**config.mk**
```make
export PLATFORM = sky130hd
export DESIGN_NAME = packet_buffer
export DESIGN_NICKNAME = d
export VERILOG_FILES = /design/src/logic/buffer_pkg.sv /design/src/logic/stream_pkg.sv /design/src/logic/occupancy_counter.sv /design/src/logic/packet_buffer.sv /design/src/logic/packet_release_gate.sv /design/src/logic/stream_queue.sv
export VERILOG_INCLUDE_DIRS = /design/src /design/src/include
export SDC_FILE = /design/constraint.sdc
export NUM_CORES = 1
export LEC_CHECK = 0
export BUFFER_PORTS_ARGS = -buffer_cell sky130_fd_sc_hd__buf_2
export CORE_UTILIZATION = 56
export DETAILED_ROUTE_END_ITERATION = 8
export HOLD_SLACK_MARGIN = 0.15
export PLACE_DENSITY_LB_ADDON = 0.3
export SYNTH_ARGS = -nofsm -noshare
export SYNTH_HDL_FRONTEND = slang
export SYNTH_SLANG_ARGS = --single-unit
export TNS_END_PERCENT = 50
```
**constraint.sdc**
```tcl
create_clock -name aclk -period 3.1 [get_ports aclk]
set_input_delay 0.62 -clock aclk [delete_from_list [all_inputs] [get_ports aclk]]
set_output_delay 0.62 -clock aclk [all_outputs]
set_load 0.03 [all_outputs]
```
**src/include/pkt_buf_cfg.svh**
```systemverilog
// Build-time sizes for the store-and-forward packet buffer
// include it wherever beat widths or the queue capacity are needed

`ifndef PKT_BUF_CFG_SVH
`define PKT_BUF_CFG_SVH

// payload bits carried by one beat, one byte per beat on this link
`define PKT_BUF_DATA_WIDTH 8

// sideband bits that travel alongside each payload byte
`define PKT_BUF_USER_WIDTH 4

// beats the internal queue can hold, a power of two keeps the pointers simple
// a packet longer than this is released early through the escape path
`define PKT_BUF_CAPACITY 16

`endif

```
**src/logic/buffer_pkg.sv**
```systemverilog
// Bookkeeping types used inside the packet buffer
// covers occupancy counts, queue slot addresses and the release gate FSM

`include "pkt_buf_cfg.svh"

package buffer_pkg;

    typedef logic [$clog2(`PKT_BUF_CAPACITY+1)-1:0] fill_count_t;  // 0 up to full capacity

    typedef logic [$clog2(`PKT_BUF_CAPACITY)-1:0] queue_index_t;   // one slot of the queue memory

    typedef enum logic [1:0] {
        GATE_HOLD   = 2'd0,  // output blocked, nothing leaves
        GATE_PACKET = 2'd1,  // a fully stored packet is draining
        GATE_ESCAPE = 2'd2   // oversize packet drains before its end arrived
    } gate_state_t;

endpackage

```
**src/logic/stream_pkg.sv**
```systemverilog
// Field types of one beat on the byte stream link
// imported by every block that carries or stores beats

`include "pkt_buf_cfg.svh"

package stream_pkg;

    // payload of a single beat, sized by the shared config
    typedef logic [`PKT_BUF_DATA_WIDTH-1:0] beat_data_t;

    // user sideband that rides with each beat unchanged
    typedef logic [`PKT_BUF_USER_WIDTH-1:0] beat_user_t;

endpackage

```
**src/logic/occupancy_counter.sv**
```systemverilog
// Up/down count of beats or whole packets held between two stream handshake points
// set COUNT_PACKETS to 1 so that only beats carrying last are counted

`timescale 1ns/1ps

`include "pkt_buf_cfg.svh"

module occupancy_counter
    import buffer_pkg::*;
#(
    parameter bit COUNT_PACKETS = 1'b0  // 0 counts beats, 1 counts complete packets
) (
    input  logic        aclk,
    input  logic        rst,
    input  logic        add_valid,  // handshake where items enter
    input  logic        add_ready,
    input  logic        add_last,
    input  logic        sub_valid,  // handshake where items leave
    input  logic        sub_ready,
    input  logic        sub_last,
    output fill_count_t count
);
    localparam fill_count_t MAX_COUNT = fill_count_t'(`PKT_BUF_CAPACITY);

    logic add_hit;  // one item enters on this edge
    logic sub_hit;  // one item leaves on this edge

    // in beat mode the last marker is ignored and every transfer counts
    assign add_hit = add_valid && add_ready && (add_last || !COUNT_PACKETS);
    assign sub_hit = sub_valid && sub_ready && (sub_last || !COUNT_PACKETS);

    always_ff @(posedge aclk) begin
        if (rst) begin
            count <= '0;
        end else begin
            case ({add_hit, sub_hit})
                2'b10:   count <= count + 1'b1;
                2'b01:   count <= count - 1'b1;
                default: count <= count;  // simultaneous in and out cancel
            endcase
        end
    end

    // the queue behind this counter can never hold more than its capacity
    a_count_bounded: assert property (@(posedge aclk) disable iff (rst)
        count <= MAX_COUNT)
        else $error("occupancy_counter count %0d passed capacity", count);

    // nothing can leave that was never counted in
    a_no_underflow: assert property (@(posedge aclk) disable iff (rst)
        sub_hit && !add_hit |-> count != '0)
        else $error("occupancy_counter decremented below zero");

endmodule

```
**src/logic/packet_buffer.sv**
```systemverilog
// Store-and-forward packet buffer for the byte stream link
// beats are queued and released downstream one complete packet at a time

`timescale 1ns/1ps

`include "pkt_buf_cfg.svh"

module packet_buffer
    import stream_pkg::*, buffer_pkg::*;
(
    input  logic       aclk,
    input  logic       rst,
    input  logic       in_tvalid,
    output logic       in_tready,
    input  beat_data_t in_tdata,
    input  beat_user_t in_tuser,
    input  logic       in_tlast,
    output logic       out_tvalid,
    input  logic       out_tready,
    output beat_data_t out_tdata,
    output beat_user_t out_tuser,
    output logic       out_tlast
);
    logic        q_tvalid;      // queue read side towards the gate
    logic        q_tready;
    beat_data_t  q_tdata;
    beat_user_t  q_tuser;
    logic        q_tlast;
    fill_count_t beats_held;    // every beat between in and out
    fill_count_t packets_held;  // complete packets between in and out

    stream_queue #(
        .DEPTH(`PKT_BUF_CAPACITY)
    ) queue (
        .aclk(aclk), .rst(rst),
        .in_tvalid(in_tvalid), .in_tready(in_tready),
        .in_tdata(in_tdata), .in_tuser(in_tuser), .in_tlast(in_tlast),
        .q_tvalid(q_tvalid), .q_tready(q_tready),
        .q_tdata(q_tdata), .q_tuser(q_tuser), .q_tlast(q_tlast)
    );

    occupancy_counter #(
        .COUNT_PACKETS(1'b0)
    ) beat_count (
        .aclk(aclk), .rst(rst),
        .add_valid(in_tvalid), .add_ready(in_tready), .add_last(in_tlast),
        .sub_valid(out_tvalid), .sub_ready(out_tready), .sub_last(out_tlast),
        .count(beats_held)
    );

    occupancy_counter #(
        .COUNT_PACKETS(1'b1)
    ) packet_count (
        .aclk(aclk), .rst(rst),
        .add_valid(in_tvalid), .add_ready(in_tready), .add_last(in_tlast),
        .sub_valid(out_tvalid), .sub_ready(out_tready), .sub_last(out_tlast),
        .count(packets_held)
    );

    packet_release_gate gate (
        .aclk(aclk), .rst(rst),
        .q_tvalid(q_tvalid), .q_tready(q_tready),
        .q_tdata(q_tdata), .q_tuser(q_tuser), .q_tlast(q_tlast),
        .packets_held(packets_held), .beats_held(beats_held),
        .out_tvalid(out_tvalid), .out_tready(out_tready),
        .out_tdata(out_tdata), .out_tuser(out_tuser), .out_tlast(out_tlast)
    );

endmodule

```
**src/logic/packet_release_gate.sv**
```systemverilog
// Holds the queue output back until a complete packet is stored
// also opens early when a full queue holds no complete packet, so oversize packets cannot stall

`timescale 1ns/1ps

`include "pkt_buf_cfg.svh"

module packet_release_gate
    import stream_pkg::*, buffer_pkg::*;
(
    input  logic        aclk,
    input  logic        rst,
    input  logic        q_tvalid,
    output logic        q_tready,
    input  beat_data_t  q_tdata,
    input  beat_user_t  q_tuser,
    input  logic        q_tlast,
    input  fill_count_t packets_held,  // complete packets between input and output
    input  fill_count_t beats_held,    // beats between input and output
    output logic        out_tvalid,
    input  logic        out_tready,
    output beat_data_t  out_tdata,
    output beat_user_t  out_tuser,
    output logic        out_tlast
);
    localparam fill_count_t FULL_COUNT = fill_count_t'(`PKT_BUF_CAPACITY);

    gate_state_t state;       // current release mode
    gate_state_t state_next;
    logic        gate_open;   // a packet is allowed to drain
    logic        last_fire;   // final beat of the draining packet leaves

    assign gate_open = (state != GATE_HOLD);

    // straight pass-through while open, both directions blocked while holding
    assign out_tvalid = q_tvalid && gate_open;
    assign q_tready   = out_tready && gate_open;
    assign out_tdata  = q_tdata;
    assign out_tuser  = q_tuser;
    assign out_tlast  = q_tlast;

    assign last_fire = out_tvalid && out_tready && out_tlast;

    always_comb begin
        state_next = state;
        case (state)
            GATE_HOLD: begin
                if (packets_held != '0) begin
                    state_next = GATE_PACKET;  // head packet is complete in the queue
                end else if (beats_held == FULL_COUNT) begin
                    state_next = GATE_ESCAPE;  // queue full of one unfinished packet
                end
            end
            GATE_PACKET, GATE_ESCAPE: begin
                if (last_fire) begin
                    state_next = GATE_HOLD;  // decide again for the next packet
                end
            end
            default: state_next = GATE_HOLD;
        endcase
    end

    always_ff @(posedge aclk) begin
        if (rst) begin
            state <= GATE_HOLD;
        end else begin
            state <= state_next;
        end
    end

    a_hold_blocks_output: assert property (@(posedge aclk) disable iff (rst)
        state == GATE_HOLD |-> !out_tvalid)
        else $error("packet_release_gate offered a beat while holding");

    // a normal release only drains while the packet counter still sees a stored packet
    a_packet_is_stored: assert property (@(posedge aclk) disable iff (rst)
        state == GATE_PACKET && out_tvalid |-> packets_held != '0)
        else $error("packet_release_gate released a packet that was not stored");

endmodule

```
**src/logic/stream_queue.sv**
```systemverilog
// FIFO for stream beats with valid/ready on both the write and the read side
// the read side is a registered output stage so a beat can enter and leave each cycle

`timescale 1ns/1ps

`include "pkt_buf_cfg.svh"

module stream_queue
    import stream_pkg::*, buffer_pkg::*;
#(
    parameter int DEPTH = `PKT_BUF_CAPACITY  // must not exceed the capacity the index type covers
) (
    input  logic       aclk,
    input  logic       rst,
    input  logic       in_tvalid,
    output logic       in_tready,
    input  beat_data_t in_tdata,
    input  beat_user_t in_tuser,
    input  logic       in_tlast,
    output logic       q_tvalid,
    input  logic       q_tready,
    output beat_data_t q_tdata,
    output beat_user_t q_tuser,
    output logic       q_tlast
);
    localparam queue_index_t LAST_SLOT  = queue_index_t'(DEPTH - 1);  // wrap point of both pointers
    localparam fill_count_t  FULL_COUNT = fill_count_t'(DEPTH);

    beat_data_t   mem_data [DEPTH];  // payload storage
    beat_user_t   mem_user [DEPTH];  // sideband storage, same slot as its payload
    logic         mem_last [DEPTH];  // end-of-packet marker per slot
    queue_index_t wr_ptr;            // next slot to be written
    queue_index_t rd_ptr;            // oldest slot not yet moved to the output stage
    fill_count_t  fill;              // beats held in memory plus the output stage
    fill_count_t  mem_fill;          // beats still sitting in memory
    logic         wr_fire;           // write handshake on this edge
    logic         rd_fire;           // output stage hands its beat over on this edge
    logic         out_free;          // output stage empty or being emptied
    logic         load;              // memory head moves into the output stage
    logic         bypass;            // incoming beat goes straight to the output stage

    // advance a pointer by one slot and wrap at DEPTH
    function automatic queue_index_t next_slot(input queue_index_t ptr);
        return (ptr == LAST_SLOT) ? '0 : queue_index_t'(ptr + 1'b1);
    endfunction

    assign in_tready = (fill != FULL_COUNT);              // low exactly when every slot is taken
    assign wr_fire   = in_tvalid && in_tready;
    assign rd_fire   = q_tvalid && q_tready;
    assign mem_fill  = fill - fill_count_t'(q_tvalid);    // output stage holds at most one beat
    assign out_free  = !q_tvalid || q_tready;
    assign load      = out_free && (mem_fill != '0);      // memory order always goes first
    assign bypass    = out_free && (mem_fill == '0) && wr_fire;

    always_ff @(posedge aclk) begin
        if (wr_fire && !bypass) begin  // beat has to wait behind older ones
            mem_data[wr_ptr] <= in_tdata;
            mem_user[wr_ptr] <= in_tuser;
            mem_last[wr_ptr] <= in_tlast;
        end
    end

    always_ff @(posedge aclk) begin
        if (rst) begin
            wr_ptr <= '0;
            rd_ptr <= '0;
        end else begin
            if (wr_fire && !bypass) begin
                wr_ptr <= next_slot(wr_ptr);
            end
            if (load) begin
                rd_ptr <= next_slot(rd_ptr);
            end
        end
    end

    always_ff @(posedge aclk) begin
        if (rst) begin
            fill <= '0;
        end else begin
            case ({wr_fire, rd_fire})
                2'b10:   fill <= fill + 1'b1;  // beat in, nothing out
                2'b01:   fill <= fill - 1'b1;  // beat out, nothing in
                default: fill <= fill;         // both or neither leave the total alone
            endcase
        end
    end

    always_ff @(posedge aclk) begin
        if (rst) begin
            q_tvalid <= 1'b0;
        end else if (out_free) begin
            q_tvalid <= load || bypass;  // refill whenever anything is available
        end
    end

    always_ff @(posedge aclk) begin
        if (load) begin  // registered read of the memory head
            q_tdata <= mem_data[rd_ptr];
            q_tuser <= mem_user[rd_ptr];
            q_tlast <= mem_last[rd_ptr];
        end else if (bypass) begin  // empty queue gives one cycle latency
            q_tdata <= in_tdata;
            q_tuser <= in_tuser;
            q_tlast <= in_tlast;
        end
    end

    // equal pointers mean an empty or a full memory, and only the empty one may take a write
    a_no_write_when_full: assert property (@(posedge aclk) disable iff (rst)
        wr_fire && !bypass && (wr_ptr == rd_ptr) |-> (mem_fill == '0))
        else $error("stream_queue wrote over an unread beat while full");

    // offered beat must hold until the gate takes it
    a_output_stable: assert property (@(posedge aclk) disable iff (rst)
        q_tvalid && !q_tready |=> q_tvalid && $stable({q_tdata, q_tuser, q_tlast}))
        else $error("stream_queue changed or dropped q_tvalid before transfer");

endmodule

```
# --- After elaboration in Yosys (flattened, before gate mapping) ---
# Memories as Yosys holds them, arrays and structs flattened. A register that Yosys moved wholly into a read port is not among the register bits.
# Cells that the tools add are included.
word_totals:
  register_bits: 39
  ram_bits: 208
  mem_count: 3
mem_list:
  columns: ["memory", "depth", "word_bits", "read_ports", "rd_ports_with_merged_regs", "write_ports", "line", "text"]
  rows:
  - ["queue.mem_data", 16, 8, 1, 1, 1, "stream_queue.sv:29", "beat_data_t mem_data [DEPTH];"]
  - ["queue.mem_user", 16, 4, 1, 1, 1, "stream_queue.sv:30", "beat_user_t mem_user [DEPTH];"]
  - ["queue.mem_last", 16, 1, 1, 1, 1, "stream_queue.sv:31", "logic mem_last [DEPTH];"]
op_classes:
  addsub: 9
  eq_ne: 14
  muxes: 23
  reduce_logical: 26
ops:
  columns: ["op", "n"]
  rows:
  - ["$mux W4", 10]
  - ["$pmux W5 S2", 3]
  - ["$mux W8", 2]
  - ["$add A5 B1 Y5 const B", 3]
  - ["$sub A5 B1 Y5 const B", 3]
  - ["$logic_and A1 B1 Y1", 11]
  - ["$reduce_bool A2 Y1", 5]
  - ["$reduce_bool A5 Y1", 2]
  - ["$add A4 B1 Y4 const B", 2]
  - ["$eq A2 B1 Y1 const B", 4]
  - ["$eq A2 B2 Y1 const B", 4]
  - ["$eq A4 B4 Y1 const B", 2]
  - ["$mux W2", 3]
  - ["$eq A5 B5 Y1 const B", 1]
  - ["$logic_not A5 Y1", 1]
  - ["$ne A5 B5 Y1 const B", 1]
  - ["$sub A5 B1 Y5", 1]
  - ["$mux W1", 4]
  - ["$pmux W2 S2", 1]
  - ["$ne A3 B1 Y1 const B", 1]
  - ["$logic_not A1 Y1", 2]
  - ["$logic_not A2 Y1", 1]
  - ["$logic_or A1 B1 Y1", 2]
  - ["$ne A2 B2 Y1 const B", 1]
  - ["other kinds (2)", 2]

# --- Depth between registers and ports, before layout ---
depth:
  word_depth: 9
  ltp_mapped: 13
  depth_no_buf: 12

# --- Modules after synthesis ---
# From an unflattened synthesis, not the netlist that was laid out.
unflattened:
  hier_cells: 612
  area_unflattened_um2: 10685.2
by_module_without_submodules:
  columns: ["module", "instances", "cells_each", "area_per_inst_um2"]
  rows:
  - ["stream_queue", 1, 489, 9594.2]
  - ["occupancy_counter", 2, 45, 401.6]
  - ["packet_release_gate", 1, 33, 287.8]

# --- Worst setup path before layout ---
# OpenSTA, ideal clock, no wires.
synth_path:
  path_type: "reg2reg"
  startpoint: "register gate.state[0]"
  endpoint: "register beat_count.count[4]"
  arrival_time_ns: 2.836
  path_slack_ns: 0.143
  stages_incl_launch_ff: 13
  n_path_buf: 0
  cell_sequence: "dfxtp_1 inv_1 ha_1 nor2b_1 and2_1 ha_1 inv_1 fa_1 nor2b_1 o21ai_0 nand3_1 or3b_1 mux2_2"
synth_via:
  elab_chain_len: 5
synth_rtl:
  columns: ["item", "line", "text"]
  rows:
  - ["start, declared", "packet_release_gate.sv:28", "gate_state_t state;"]
  - ["start signal, assigned", "packet_release_gate.sv:67", "state <= state_next;"]
  - ["$reduce_bool A2 Y1 *", "packet_release_gate.sv:33", "assign gate_open = (state != GATE_HOLD);"]
  - ["$logic_and A1 B1 Y1 *", "packet_release_gate.sv:36", "assign out_tvalid = q_tvalid && gate_open;"]
  - ["via out_tvalid", "packet_buffer.sv:18", "output logic out_tvalid,"]
  - ["$logic_and A1 B1 Y1 *", "occupancy_counter.sv:30", "assign sub_hit = sub_valid && sub_ready && (sub_last || !COUNT_PACKETS);"]
  - ["$eq A2 B1 Y1 or $eq A2 B2 Y1 (tied branches)", "occupancy_counter.sv:36", "case ({add_hit, sub_hit})"]
  - ["$pmux W5 S2 or $reduce_bool A2 Y1 (tied branches)", null, null]
  - ["end signal, assigned", "occupancy_counter.sv:37", "2'b10: count <= count + 1'b1;"]
  - ["end signal, assigned", "occupancy_counter.sv:38", "2'b01: count <= count - 1'b1;"]
  - ["end signal, assigned", "occupancy_counter.sv:39", "default: count <= count;"]
  - ["end, declared", "occupancy_counter.sv:21", "output fill_count_t count"]
# Mark *: on every way through the listed nets, which the timed path passes. The rest lies on a longest branch.
# A chain may end at the register's enable or synchronous reset.

# --- Final worst setup path ---
layout_path:
  startpoint: "register gate.state[0]"
  endpoint: "register beat_count.count[4]"
layout_via:
  elab_chain_len: 5
layout_rtl:
  columns: ["item", "line"]
  rows:
  - ["$reduce_bool A2 Y1 *", "packet_release_gate.sv:33"]
  - ["$logic_and A1 B1 Y1 *", "packet_release_gate.sv:36"]
  - ["$logic_and A1 B1 Y1 *", "occupancy_counter.sv:30"]
  - ["$eq A2 B1 Y1 or $eq A2 B2 Y1 (tied branches)", "occupancy_counter.sv:36"]
  - ["$pmux W5 S2 or $reduce_bool A2 Y1 (tied branches)", null]
# Every way passes the cells marked *; elsewhere a longest branch is shown, timed or not.

==> impl_metrics.sql <==
INSERT INTO impl_metrics (metric_group, metric, value, unit) VALUES
('outcome', 'outcome', 'finished, violations left', ''),
('outcome', 'failed_checks', 'design-rule violations', ''),
('grt', 'grt_start_max_net_pins', '53', ''),
('cts', 'cts_tree', 'done', ''),
('floorplanning', 'pin_count', '32', ''),
('timing', 'final-hold-violation-count', '0', ''),
('routing', 'routed_via_density', '6.066', ''),
('routing', 'vias', '5368', ''),
('logic_synthesis', 'synth.area.top_cells', 'edfxtp_1, mux4_1, dfxtp_1, mux4_2, ha_1', ''),
('critical_path', 'ff2ff_path_depth', '12', ''),
('cts', 'path_clk_slew', '0.07', 'ns'),
('cts', 'hold_buffers', '0', ''),
('timing', 'timing.final.max_slew_violations', '0', ''),
('layout', 'multiInputGateArea', '2982', 'sq um'),
('floorplanning', 'dieHeight', '138.2', 'microns'),
('timing', 'grt_setup_unrepaired', 'no', ''),
('critical_path', 'worst-path-max-fanout', '5', ''),
('hold_path', 'holdCritPathClass', 'primary input to flip-flop', ''),
('logic_synthesis', 'synthDominantAreaCellType', 'edfxtp_1', ''),
('logic_synthesis', 'ys_async_sr_fraction', '0', '%'),
('cts', 'insertion_delay', '0.54', 'ns'),
('logic_synthesis', 'synth-edff-count', '221', ''),
('logic_synthesis', 'post_synth_net_total', '623', ''),
('place', 'number_of_buffers_inserted_by_port_buffering', '31', ''),
('grt', 'globalRoute.totalOverflow', '0', ''),
('routing', 'detail_route.first_pass.iterations', '6', ''),
('run', 'timing.max_cap.violations', '0', ''),
('grt', 'antenna_violations_before_repair', '0', ''),
('floorplanning', 'floorplan.die.width', '138.2', 'microns'),
('critical_path', 'timing.critical_path.buf_inv', '2', ''),
('place', 'gp_routability_congestion', '0.7255', ''),
('routing', 'drt_first_iter_violations', '511', ''),
('logic_synthesis', 'area_share_of_the_largest_cell_type_after_synthesis', '63.89', '%'),
('layout', 'syn2layout_area_growth', '13.37', '%'),
('timing', 'period_needed', '2.785', 'ns'),
('critical_path', 'reg2reg_slack', '0.31', 'ns'),
('critical_path', 'timing.critical_path.required', '3.52', 'ns'),
('floorplanning', 'core', '18090', 'sq um'),
('timing', 'fmax', '359.1', 'MHz'),
('logic_synthesis', 'post_synth_most_frequent_cells', 'edfxtp_1, nand2_1, dfxtp_1', ''),
('critical_path', 'timing.rr.end', 'beat_count.count[4]', ''),
('critical_path', 'critPathKind', 'flip-flop to flip-flop', ''),
('logic_synthesis', 'synth.distinct_cells', '49', ''),
('cts', 'post-cts-setup-buffer-count', '0', ''),
('grt', 'number_of_global_route_vias_before_repair', '5695', ''),
('cts', 'h-tree-depth', '1', ''),
('layout', 'sequential_cell_area', '7241', 'sq um'),
('logic_synthesis', 'main_flop_type_after_synthesis', 'edfxtp_1', ''),
('grt', 'grt_pass1_wl', '31240', 'microns'),
('critical_path', 'critPathTopFamily', 'simple AND/OR/NAND/NOR gates', ''),
('hold_path', 'timing.hold.worst_endpoint', 'queue.mem_data[7][1]', ''),
('cts', 'numClockSinks', '251', ''),
('cts', 'numCtsBuffers', '25', ''),
('cts', 'cts-root-to-sink-buffers', '3', ''),
('layout', 'fin_nets', '676', ''),
('grt', 'gr-usage-all-layers', '21.86', '%'),
('critical_path', 'timing.critical_path.slowest_stage_cell', 'fa_1', ''),
('layout', 'antenna_cells', '0', ''),
('cts', 'cts_resized', '0', ''),
('floorplanning', 'start_util', '57.43', '%'),
('routing', 'postRouteWirelength', '19970', 'microns'),
('critical_path', 'cp-end-kind', 'flip-flop', ''),
('routing', 'post-route-drc-count', '3', ''),
('logic_synthesis', 'yosysSeqAreaShare', '69.67', '%'),
('logic_synthesis', 'yosysWarningCount', '0', ''),
('floorplanning', 'floorplan.rows', '49', ''),
('pwr', 'ir_drop', '535.0', 'uV'),
('floorplanning', 'die_area', '19100', 'sq um'),
('pwr', 'p_per_area', '683.8', 'nW/um^2'),
('critical_path', 'worstPathCellList', 'inv_1 -> ha_1 -> nor2b_1 -> and2_1 -> ha_1 -> inv_1 -> fa_1 -> nor2b_1 -> o21ai_0 -> nand3_1 -> or3b_1 -> mux2_2', ''),
('logic_synthesis', 'mappedNetlistArea', '10390', 'sq um');
-- how the worst max path moves through the flow --
stage | endpoint | slack (ns) | cells past startpoint
after floorplan | beat_count.count[4] | 0.14 | 12
after global placement | beat_count.count[4] | 0.38 | 10
after detailed placement | beat_count.count[4] | 0.28 | 11
after CTS | beat_count.count[4] | 0.33 | 12
after global routing | beat_count.count[4] | 0.12 | 12
final | beat_count.count[4] | 0.31 | 12
-- area by class of cell --
type | instances | area share, %
inverters | 13 | 0.4144
clock inverters | 15 | 1.700
well taps | 229 | 2.433
repair buffers | 56 | 3.124
flip-flops and latches | 251 | 61.49
clock buffers | 29 | 5.525
multi-input cells | 292 | 25.32
-- worst register-to-register path, delay by kind of cell, from the launching register on --
| family | cells | cell delay, ns |
|---|---|---|
| and+or+nand+nor | 5 | 0.97 |
| adders and majority gates | 3 | 0.83 |
| DFF | 1 | 0.32 |
| muxes | 1 | 0.27 |
| buffers and inverters | 2 | 0.15 |
| AOI/OAI and AO/OA | 1 | 0.13 |
-- cells by family (layout without fill, tap and decap cells) --
family	count (synthesis)	count (layout)	synth area share, %
DFF	251	251	69.67
buffers and inverters	43	113	2.011
adders and majority gates	20	20	2.554
muxes	86	86	15.66
xor gates and xnor gates	14	14	1.180
AOI/OAI and AO/OA	67	67	3.939
and+or+nand+nor	105	105	4.987
-- flip-flops by register name, summed over array words and instances (netlist names), 5 cells and up, named ones only --
| name | count |
|---|---|
| queue.mem_last | 16 |
| beat_count.count | 5 |
| queue.mem_data | 128 |
| queue.fill | 5 |
| packet_count.count | 5 |
| queue.mem_user | 64 |
| queue.q_tdata | 8 |
-- cells in the final DEF, fill, tap and decap left out, types with 4 or more instances in the layout --
cell,n
buf_4,23
mux4_2,26
mux2_2,14
clkinv_1,4
mux4_1,26
inv_1,13
o21ai_1,13
nand3_1,6
and3_1,5
a21oi_1,28
mux2i_1,20
nor2_1,28
buf_2,31
xnor2_1,7
bufinv_16,4
nor2b_1,6
nand2_1,34
o21ai_0,5
a21o_1,4
nor3b_2,6
clkinv_2,4
dfxtp_1,27
edfxtp_1,221
xor2_1,7
ha_1,18
clkbuf_16,25
-- through the flow --
step / std cells / hold WS [ns] / util [%] / instance area [sq um] / setup slack, ns
6_report: 885 / 0.4558 / 65.11 / 11780 / 0.3149
2_1_floorplan: 586 / 0.4421 / - / 10390 / 0.1433
3_5_place_dp: 841 / 0.4610 / 60.41 / 10930 / 0.2752
4_1_cts: 885 / 0.4508 / 65.11 / 11780 / 0.3302
3_3_place_gp: 841 / 0.4524 / 60.41 / 10930 / 0.3762
5_1_grt: 885 / 0.4571 / 65.11 / 11780 / 0.1189
-- power breakdown --
part           total [mW]  switching, mW  leakage, nW  internal (mW)
Combinational        1.08          0.617         1.41          0.459
Clock                3.08           1.23        0.418           1.85
Sequential           3.90         0.0652         2.25           3.83
-- metal layers --
metal	share of wire [%]	GRT usage, %
met4	2.7	7.510
met2	50	36.95
met3	5.4	3.810
met1	42	29.01
met5	0	0
(Power assumes the default switching activity.)
